===== config.mk =====
export PLATFORM = sky130hd
export DESIGN_NAME = lsm_accum_top
export DESIGN_NICKNAME = d
export VERILOG_FILES = /design/src/rtl/lsm_pkg.sv /design/src/rtl/fx_mul.sv /design/src/rtl/sample_rx_fifo.sv /design/src/rtl/moment_datapath.sv /design/src/rtl/batch_counter.sv /design/src/rtl/batch_fsm.sv /design/src/rtl/moment_sender.sv /design/src/rtl/lsm_accum_top.sv
export SDC_FILE = /design/constraint.sdc
export NUM_CORES = 2
export LEC_CHECK = 0
export ABC_AREA = 0
export BUFFER_PORTS_ARGS = -buffer_cell sky130_fd_sc_hd__buf_4
export CORE_ASPECT_RATIO = 1.1
export CORE_MARGIN = 2
export CORE_UTILIZATION = 32
export CTS_CLUSTER_DIAMETER = 60
export CTS_CLUSTER_SIZE = 14
export DETAILED_ROUTE_END_ITERATION = 10
export SYNTH_ARGS = -nofsm -noshare
export SYNTH_HDL_FRONTEND = slang
export SYNTH_SLANG_ARGS = --single-unit

===== constraint.sdc =====
create_clock -name clk -period 10.75 [get_ports clk]
set_input_delay 1.075 -clock clk [delete_from_list [all_inputs] [get_ports clk]]
set_output_delay 1.075 -clock clk [all_outputs]
set_load 0.01 [all_outputs]

===== src/rtl/lsm_pkg.sv =====
package lsm_pkg;

    // --------------------------------------------------
    // Sample format, Q4.12
    // --------------------------------------------------
    localparam int SAMPLE_W    = 16;
    localparam int FRAC_W      = 12;
    localparam int PROD_W      = 2 * SAMPLE_W;
    localparam int MUL_LATENCY = 2;

    // Accumulator and batch sizing
    localparam int ACC_W       = 40;
    localparam int BATCH_SIZE  = 16;
    localparam int N_MOMENTS   = 8;

    // Credit loops
    localparam int RX_DEPTH    = 4;
    localparam int RX_PTR_W    = $clog2(RX_DEPTH);
    localparam int OUT_CREDITS = 2;
    localparam int CREDIT_MAX  = (RX_DEPTH > OUT_CREDITS) ? RX_DEPTH : OUT_CREDITS;

    // --------------------------------------------------
    // Types
    // --------------------------------------------------
    typedef logic signed [SAMPLE_W-1:0]               sample_t;
    typedef logic signed [ACC_W-1:0]                  acc_t;
    typedef logic [2:0]                               moment_idx_t;
    typedef logic [$clog2(BATCH_SIZE+1)-1:0]          batch_cnt_t;
    typedef logic [$clog2(CREDIT_MAX+1)-1:0]          credit_t;

    // Saturation bounds of a product
    localparam sample_t SAMPLE_MAX = {1'b0, {(SAMPLE_W-1){1'b1}}};
    localparam sample_t SAMPLE_MIN = {1'b1, {(SAMPLE_W-1){1'b0}}};

    // Batch control states
    typedef enum logic [1:0] {
        ACCUM,
        SEND,
        CLEAR
    } batch_state_t;

endpackage


===== src/rtl/fx_mul.sv =====
`timescale 1ns/1ps

module fx_mul (
    input  logic             clk,
    input  logic             rst_n,
    input  logic             in_valid,
    input  lsm_pkg::sample_t a,
    input  lsm_pkg::sample_t b,
    output logic             out_valid,
    output lsm_pkg::sample_t product
);

    logic signed [lsm_pkg::PROD_W-1:0] raw_q;
    logic signed [lsm_pkg::PROD_W-1:0] shifted;
    lsm_pkg::sample_t                  sat;
    logic [1:0]                        vld_q;

    // Stage 1, full width product
    always_ff @(posedge clk) begin
        raw_q <= a * b;
    end

    // Drop the fraction bits, then clamp to the sample range
    always_comb begin
        shifted = raw_q >>> lsm_pkg::FRAC_W;
        if (shifted > lsm_pkg::SAMPLE_MAX) begin
            sat = lsm_pkg::SAMPLE_MAX;
        end else if (shifted < lsm_pkg::SAMPLE_MIN) begin
            sat = lsm_pkg::SAMPLE_MIN;
        end else begin
            sat = shifted[lsm_pkg::SAMPLE_W-1:0];
        end
    end

    // Stage 2, saturated result
    always_ff @(posedge clk) begin
        product <= sat;
    end

    // Valid follows the data, no stall
    always_ff @(posedge clk or negedge rst_n) begin
        if (!rst_n) begin
            vld_q <= '0;
        end else begin
            vld_q <= {vld_q[0], in_valid};
        end
    end

    assign out_valid = vld_q[1];

endmodule


===== src/rtl/sample_rx_fifo.sv =====
`timescale 1ns/1ps

module sample_rx_fifo (
    input  logic             clk,
    input  logic             rst_n,
    input  logic             push,
    input  lsm_pkg::sample_t push_x,
    input  lsm_pkg::sample_t push_y,
    input  logic             pop,
    output lsm_pkg::sample_t head_x,
    output lsm_pkg::sample_t head_y,
    output logic             empty,
    output logic             credit
);

    lsm_pkg::sample_t              mem_x [lsm_pkg::RX_DEPTH];
    lsm_pkg::sample_t              mem_y [lsm_pkg::RX_DEPTH];
    logic [lsm_pkg::RX_PTR_W-1:0]  wr_ptr;
    logic [lsm_pkg::RX_PTR_W-1:0]  rd_ptr;
    lsm_pkg::credit_t              count;
    logic                          full;

    assign empty  = (count == '0);
    assign full   = (count == lsm_pkg::credit_t'(lsm_pkg::RX_DEPTH));
    assign head_x = mem_x[rd_ptr];
    assign head_y = mem_y[rd_ptr];

    // Storage
    always_ff @(posedge clk) begin
        if (push) begin
            mem_x[wr_ptr] <= push_x;
            mem_y[wr_ptr] <= push_y;
        end
    end

    // Pointers, fill level and the returned credit
    always_ff @(posedge clk or negedge rst_n) begin
        if (!rst_n) begin
            wr_ptr <= '0;
            rd_ptr <= '0;
            count  <= '0;
            credit <= 1'b0;
        end else begin
            if (push) begin
                wr_ptr <= (wr_ptr == lsm_pkg::RX_PTR_W'(lsm_pkg::RX_DEPTH - 1)) ? '0 : wr_ptr + 1'b1;
            end
            if (pop) begin
                rd_ptr <= (rd_ptr == lsm_pkg::RX_PTR_W'(lsm_pkg::RX_DEPTH - 1)) ? '0 : rd_ptr + 1'b1;
            end
            count  <= count + lsm_pkg::credit_t'(push) - lsm_pkg::credit_t'(pop);
            credit <= pop;
        end
    end

    // Upstream must respect its credits
    a_no_overflow: assert property (@(posedge clk) disable iff (!rst_n) !(push && full))
        else $error("sample_rx_fifo: push while full");

    a_no_underflow: assert property (@(posedge clk) disable iff (!rst_n) !(pop && empty))
        else $error("sample_rx_fifo: pop while empty");

endmodule


===== src/rtl/moment_datapath.sv =====
`timescale 1ns/1ps

module moment_datapath (
    input  logic                 clk,
    input  logic                 rst_n,
    input  logic                 launch,
    input  lsm_pkg::sample_t     x,
    input  lsm_pkg::sample_t     y,
    input  logic                 clear,
    input  lsm_pkg::moment_idx_t sel,
    output logic                 acc_valid,
    output lsm_pkg::acc_t        word
);

    // Head stage results and aligned operands
    logic             head_valid;
    lsm_pkg::sample_t x2;
    lsm_pkg::sample_t xy;
    lsm_pkg::sample_t hx_dly [lsm_pkg::MUL_LATENCY];
    lsm_pkg::sample_t hy_dly [lsm_pkg::MUL_LATENCY];
    lsm_pkg::sample_t x_h;
    lsm_pkg::sample_t y_h;

    // Tail stage results and aligned operands
    lsm_pkg::sample_t x3;
    lsm_pkg::sample_t x2y;
    lsm_pkg::sample_t x4;
    lsm_pkg::sample_t tx_dly   [lsm_pkg::MUL_LATENCY];
    lsm_pkg::sample_t ty_dly   [lsm_pkg::MUL_LATENCY];
    lsm_pkg::sample_t tx2_dly  [lsm_pkg::MUL_LATENCY];
    lsm_pkg::sample_t txy_dly  [lsm_pkg::MUL_LATENCY];

    lsm_pkg::acc_t    term [lsm_pkg::N_MOMENTS];
    lsm_pkg::acc_t    sums [lsm_pkg::N_MOMENTS];

    // --------------------------------------------------
    // Head multipliers
    // --------------------------------------------------
    fx_mul i_mul_xx (
        .clk       (clk),
        .rst_n     (rst_n),
        .in_valid  (launch),
        .a         (x),
        .b         (x),
        .out_valid (head_valid),
        .product   (x2)
    );

    fx_mul i_mul_xy (
        .clk       (clk),
        .rst_n     (rst_n),
        .in_valid  (launch),
        .a         (x),
        .b         (y),
        .out_valid (),
        .product   (xy)
    );

    // Fixed delay lines, multipliers never stall
    always_ff @(posedge clk) begin
        hx_dly[0]  <= x;
        hy_dly[0]  <= y;
        tx_dly[0]  <= x_h;
        ty_dly[0]  <= y_h;
        tx2_dly[0] <= x2;
        txy_dly[0] <= xy;
        for (int i = 1; i < lsm_pkg::MUL_LATENCY; i++) begin
            hx_dly[i]  <= hx_dly[i-1];
            hy_dly[i]  <= hy_dly[i-1];
            tx_dly[i]  <= tx_dly[i-1];
            ty_dly[i]  <= ty_dly[i-1];
            tx2_dly[i] <= tx2_dly[i-1];
            txy_dly[i] <= txy_dly[i-1];
        end
    end

    assign x_h = hx_dly[lsm_pkg::MUL_LATENCY-1];
    assign y_h = hy_dly[lsm_pkg::MUL_LATENCY-1];

    // --------------------------------------------------
    // Tail multipliers
    // --------------------------------------------------
    fx_mul i_mul_x2x (
        .clk       (clk),
        .rst_n     (rst_n),
        .in_valid  (head_valid),
        .a         (x2),
        .b         (x_h),
        .out_valid (acc_valid),
        .product   (x3)
    );

    fx_mul i_mul_x2y (
        .clk       (clk),
        .rst_n     (rst_n),
        .in_valid  (head_valid),
        .a         (x2),
        .b         (y_h),
        .out_valid (),
        .product   (x2y)
    );

    fx_mul i_mul_x2x2 (
        .clk       (clk),
        .rst_n     (rst_n),
        .in_valid  (head_valid),
        .a         (x2),
        .b         (x2),
        .out_valid (),
        .product   (x4)
    );

    // --------------------------------------------------
    // Moment sums, in output word order
    // --------------------------------------------------
    always_comb begin
        term[0] = lsm_pkg::acc_t'(1);
        term[1] = lsm_pkg::acc_t'(tx_dly[lsm_pkg::MUL_LATENCY-1]);
        term[2] = lsm_pkg::acc_t'(tx2_dly[lsm_pkg::MUL_LATENCY-1]);
        term[3] = lsm_pkg::acc_t'(x3);
        term[4] = lsm_pkg::acc_t'(x4);
        term[5] = lsm_pkg::acc_t'(ty_dly[lsm_pkg::MUL_LATENCY-1]);
        term[6] = lsm_pkg::acc_t'(txy_dly[lsm_pkg::MUL_LATENCY-1]);
        term[7] = lsm_pkg::acc_t'(x2y);
    end

    always_ff @(posedge clk or negedge rst_n) begin
        if (!rst_n) begin
            sums <= '{default: '0};
        end else if (clear) begin
            sums <= '{default: '0};
        end else if (acc_valid) begin
            for (int k = 0; k < lsm_pkg::N_MOMENTS; k++) begin
                sums[k] <= sums[k] + term[k];
            end
        end
    end

    assign word = sums[sel];

endmodule


===== src/rtl/batch_counter.sv =====
`timescale 1ns/1ps

module batch_counter (
    input  logic clk,
    input  logic rst_n,
    input  logic launch,
    input  logic acc_valid,
    input  logic clear,
    output logic launch_full,
    output logic batch_done
);

    lsm_pkg::batch_cnt_t launch_cnt;
    lsm_pkg::batch_cnt_t done_cnt;

    always_ff @(posedge clk or negedge rst_n) begin
        if (!rst_n) begin
            launch_cnt <= '0;
            done_cnt   <= '0;
        end else if (clear) begin
            launch_cnt <= '0;
            done_cnt   <= '0;
        end else begin
            if (launch) begin
                launch_cnt <= launch_cnt + 1'b1;
            end
            if (acc_valid) begin
                done_cnt <= done_cnt + 1'b1;
            end
        end
    end

    assign launch_full = (launch_cnt == lsm_pkg::batch_cnt_t'(lsm_pkg::BATCH_SIZE));
    assign batch_done  = (done_cnt == lsm_pkg::batch_cnt_t'(lsm_pkg::BATCH_SIZE));

    // Pipeline output can only follow what went in
    a_done_le_launch: assert property (@(posedge clk) disable iff (!rst_n)
        done_cnt <= launch_cnt)
        else $error("batch_counter: more accumulations than launches");

endmodule


===== src/rtl/batch_fsm.sv =====
`timescale 1ns/1ps

module batch_fsm (
    input  logic clk,
    input  logic rst_n,
    input  logic empty,
    input  logic launch_full,
    input  logic batch_done,
    input  logic send_done,
    output logic launch,
    output logic send_start,
    output logic clear
);

    lsm_pkg::batch_state_t state;

    always_ff @(posedge clk or negedge rst_n) begin
        if (!rst_n) begin
            state <= lsm_pkg::ACCUM;
        end else begin
            unique case (state)
                lsm_pkg::ACCUM: begin
                    if (batch_done) begin
                        state <= lsm_pkg::SEND;
                    end
                end
                lsm_pkg::SEND: begin
                    if (send_done) begin
                        state <= lsm_pkg::CLEAR;
                    end
                end
                // Single cycle that zeroes sums and counts
                lsm_pkg::CLEAR: begin
                    state <= lsm_pkg::ACCUM;
                end
                default: begin
                    state <= lsm_pkg::ACCUM;
                end
            endcase
        end
    end

    // Pop from the buffer while the batch still needs samples
    assign launch     = (state == lsm_pkg::ACCUM) && !launch_full && !empty;
    assign send_start = (state == lsm_pkg::ACCUM) && batch_done;
    assign clear      = (state == lsm_pkg::CLEAR);

    a_launch_in_accum: assert property (@(posedge clk) disable iff (!rst_n)
        launch |-> state == lsm_pkg::ACCUM)
        else $error("batch_fsm: launch outside ACCUM");

endmodule


===== src/rtl/moment_sender.sv =====
`timescale 1ns/1ps

module moment_sender (
    input  logic                 clk,
    input  logic                 rst_n,
    input  logic                 send_start,
    input  logic                 moment_credit,
    output lsm_pkg::moment_idx_t sel,
    output logic                 moment_valid,
    output logic                 moment_last,
    output logic                 send_done
);

    lsm_pkg::credit_t credits;
    logic             active;

    // One word per cycle while the solver has room
    assign moment_valid = active && (credits != '0);
    assign moment_last  = moment_valid && (sel == lsm_pkg::moment_idx_t'(lsm_pkg::N_MOMENTS - 1));
    assign send_done    = moment_last;

    always_ff @(posedge clk or negedge rst_n) begin
        if (!rst_n) begin
            credits <= lsm_pkg::credit_t'(lsm_pkg::OUT_CREDITS);
            active  <= 1'b0;
            sel     <= '0;
        end else begin
            credits <= credits - lsm_pkg::credit_t'(moment_valid)
                               + lsm_pkg::credit_t'(moment_credit);
            if (send_start) begin
                active <= 1'b1;
                sel    <= '0;
            end else if (moment_last) begin
                active <= 1'b0;
                sel    <= '0;
            end else if (moment_valid) begin
                sel <= sel + 1'b1;
            end
        end
    end

    // --------------------------------------------------
    // Output credit checks
    // --------------------------------------------------
    a_word_has_credit: assert property (@(posedge clk) disable iff (!rst_n)
        moment_valid |-> credits != '0)
        else $error("moment_sender: word sent without credit");

    // Catches a solver that returns more credits than it was given
    a_credit_bound: assert property (@(posedge clk) disable iff (!rst_n)
        credits <= lsm_pkg::credit_t'(lsm_pkg::OUT_CREDITS))
        else $error("moment_sender: credit count above OUT_CREDITS");

endmodule


===== src/rtl/lsm_accum_top.sv =====
`timescale 1ns/1ps

module lsm_accum_top (
    input  logic                 clk,
    input  logic                 rst_n,
    input  logic                 sample_valid,
    input  lsm_pkg::sample_t     sample_x,
    input  lsm_pkg::sample_t     sample_y,
    output logic                 sample_credit,
    input  logic                 moment_credit,
    output logic                 moment_valid,
    output lsm_pkg::moment_idx_t moment_idx,
    output logic                 moment_last,
    output lsm_pkg::acc_t        moment_data
);

    lsm_pkg::sample_t head_x;
    lsm_pkg::sample_t head_y;
    logic             empty;
    logic             launch;
    logic             acc_valid;
    logic             clear;
    logic             launch_full;
    logic             batch_done;
    logic             send_start;
    logic             send_done;

    // --------------------------------------------------
    // Input side
    // --------------------------------------------------
    sample_rx_fifo i_rx (
        .clk    (clk),
        .rst_n  (rst_n),
        .push   (sample_valid),
        .push_x (sample_x),
        .push_y (sample_y),
        .pop    (launch),
        .head_x (head_x),
        .head_y (head_y),
        .empty  (empty),
        .credit (sample_credit)
    );

    moment_datapath i_dp (
        .clk       (clk),
        .rst_n     (rst_n),
        .launch    (launch),
        .x         (head_x),
        .y         (head_y),
        .clear     (clear),
        .sel       (moment_idx),
        .acc_valid (acc_valid),
        .word      (moment_data)
    );

    // --------------------------------------------------
    // Batch control and output
    // --------------------------------------------------
    batch_counter i_cnt (
        .clk         (clk),
        .rst_n       (rst_n),
        .launch      (launch),
        .acc_valid   (acc_valid),
        .clear       (clear),
        .launch_full (launch_full),
        .batch_done  (batch_done)
    );

    batch_fsm i_fsm (
        .clk         (clk),
        .rst_n       (rst_n),
        .empty       (empty),
        .launch_full (launch_full),
        .batch_done  (batch_done),
        .send_done   (send_done),
        .launch      (launch),
        .send_start  (send_start),
        .clear       (clear)
    );

    moment_sender i_snd (
        .clk           (clk),
        .rst_n         (rst_n),
        .send_start    (send_start),
        .moment_credit (moment_credit),
        .sel           (moment_idx),
        .moment_valid  (moment_valid),
        .moment_last   (moment_last),
        .send_done     (send_done)
    );

endmodule


==> run metrics <==
via count=63000; Worst setup endpoint=i_dp.i_mul_xy.raw_q[31]; syn_area_per_cell=9.71 um2; slowest CP cell=dfrtp_2; leading cell types in the layout, fill and taps excluded=inv_1 (1628), fa_1 (1263), nand2_1 (851); most common cell after layout, fill and taps aside=inv_1; register area share after synthesis=0.228; Seq cells post-synth=850; final WL=235000 um; synth warn=0; vias in the first global route=67400; Die H=554 um; DRC=0; clock slew seen by the registers of the worst setup and hold paths=0.07 ns; initial antenna violation count=11; Levels on crit path=26; CTS Buf Count=97; Rows=201; Crit. End Element=flop; Crit Path Category=reg2reg; final worst path period need=8.97 ns; Netlist cell types=84; r2r endpoint=i_dp.i_mul_xy.raw_q[31]; R2R Setup Slk=1.78 ns; die area=279000 um2; Max Fclk=111 MHz; largest net degree at the start of global routing=131; clock root cell=clkbuf_16; layout cell share with drive strength beyond 1=0.0627; fin. max-slew vios=0; worst hold path class=reg2reg; PostCTS Resize Cnt=0; final setup violation count=0; antenna viol nets, final=0; DR WL/cell=18.5 um; Critical Path Start Type=flop; nets@finish=11000; post-synthesis cell count=9050; crit path DAT=9.62 ns; routability congestion estimate=0.909; DRT Pass-1 Iters=6; first-pass GRT wire length=376000 um; Tightest Pin Transition=1.18 ns; Total Neg Setup Slack=0 ns; Synth async-reset ratio=0.412; post-synth top area share=0.288; area grow syn2layout=9.40%; vias per cell=4.95; RSZ-0062 raised after global routing=false; data required time of the worst path=11.39 ns; relative slew slack=0.196; Reg-to-Reg Start=i_rx.rd_ptr[0]; clk buf depth=3; status=complete, no violations; starting density of the core=0.322; CP top delay family=adder cells; IO Pins=82; hold_buf cts=0; mapped cell area=87900 um2; CTS tree=yes; Hold Vio Cnt, Final=0; GRT Util Overall=0.171; EDFF count, synth=128; Clock Skew=0.0526 ns; Die Wd=504 um; clk_lat worst skew=0.78 ns; CP Max Fanout=32; worst path bufs/invs=5; CTS sink cnt=850; critical path's most frequent cell=fa_1; Top FF cell, synth=dfxtp_1; largest area contributor in the netlist=fa_1; post-CTS setup buffer count=0; H-tree depth reported by CTS=3; final worst-path cycle share=0.835; max_cap viols=0; grt total ovfl=0; Iteration-0 DRC Markers=4043; ranking of synthesized cells by area=fa_1 (29%), ha_1 (10%), dfrtp_1 (9.9%); post-detail-place hpwl=182000 um; critical path startpoint=i_rx.rd_ptr[0]; PortBufs=81; cells on worst reg2reg path=26; Worst path max stage delay=0.83 ns; Syn Nets=11000; CORE AREA=273000 um2
## metal layers
metal | vias up | GRT usage | wire length (um)
met4 | 0 | 0.0607 | 8740
met3 | 429 | 0.0215 | 13900
met1 | 31900 | 0.223 | 100000
met5 | - | 0 | 0
met2 | 1890 | 0.288 | 112000
li1 | 28800 | - | -
## logic make-up after synthesis
| kind of cell | count (synthesis) | synth area share |
|---|---|---|
| and+or+nand+nor | 2309 | 0.119 |
| buffers and inverters | 1967 | 0.0841 |
| adders and majority gates | 1962 | 0.387 |
| AOI/OAI and AO/OA | 1236 | 0.0915 |
| DFF | 850 | 0.228 |
| xor gates and xnor gates | 403 | 0.0402 |
| muxes | 323 | 0.0501 |
## Yosys cell counts, drive strengths merged (87+ instances only)
cell    number
clkbuf     283
edfxtp     128
mux2i      169
a21oi      312
mux4        87
inv       1632
o21a       126
a21o       201
xnor2      267
o21ai      261
nand3       97
and2       270
xor2       136
dfxtp      372
dfrtp      349
ha         699
nor2       690
nand2      852
fa        1263
## layout make-up
type / count / area [um2]
Sequential cell: 850 / 20100
Clock buffer: 122 / 2600
Inverter: 1639 / 6150
Fill cell: 27300 / 177000
Multi-Input combinational cell: 6233 / 60500
Antenna cell: 4 / 10.0
Clock inverter: 57 / 851
Timing Repair Buffer: 180 / 1380
Tap cell: 3654 / 4570
## sequential cells by signal, indices dropped and copies added (netlist names), 20 cells and up
register / count
i_dp.i_mul_x2x2.raw_q: 20
i_dp.hx_dly: 32
i_dp.tx2_dly: 32
i_dp.txy_dly: 32
i_rx.mem_x: 64
i_dp.i_mul_x2y.raw_q: 20
i_dp.sums: 320
i_dp.i_mul_xx.raw_q: 20
i_dp.i_mul_xy.raw_q: 20
i_dp.hy_dly: 32
i_rx.mem_y: 64
i_dp.ty_dly: 32
i_dp.i_mul_x2x.raw_q: 20
i_dp.tx_dly: 32
## worst min path at each step
stage / startpoint / end / slack [ns] / depth (start not counted)
6_report: i_dp.ty_dly[0][5] / i_dp.ty_dly[0][21] / 0.30 / 0
5_1_grt: i_dp.ty_dly[0][5] / i_dp.ty_dly[0][21] / 0.32 / 0
4_1_cts: i_dp.ty_dly[0][5] / i_dp.ty_dly[0][21] / 0.30 / 0
3_5_place_dp: i_dp.hy_dly[0][7] / i_dp.hy_dly[0][23] / 0.31 / 0
3_3_place_gp: i_dp.tx2_dly[0][3] / i_dp.tx2_dly[0][19] / 0.31 / 0
2_1_floorplan: i_dp.hx_dly[0][0] / i_dp.hx_dly[0][16] / 0.31 / 0
## metrics by stage
step | hold slack [ns] | area (um2) | cells | utilization | setup slack (ns)
detailed placement | 0.312 | 92700 | 12600 | 0.340 | 1.80
global route | 0.318 | 96100 | 12700 | 0.352 | 1.35
finish | 0.301 | 96200 | 12700 | 0.352 | 1.78
floorplan | 0.310 | 87900 | 9050 | - | 2.65
CTS | 0.304 | 96100 | 12700 | 0.352 | 1.83
global placement | 0.310 | 92700 | 12600 | 0.340 | 1.88
Power is left out: the tool's default activity adds up to more than one toggle a clock period on the data nets, which glitch-free logic cannot reach.
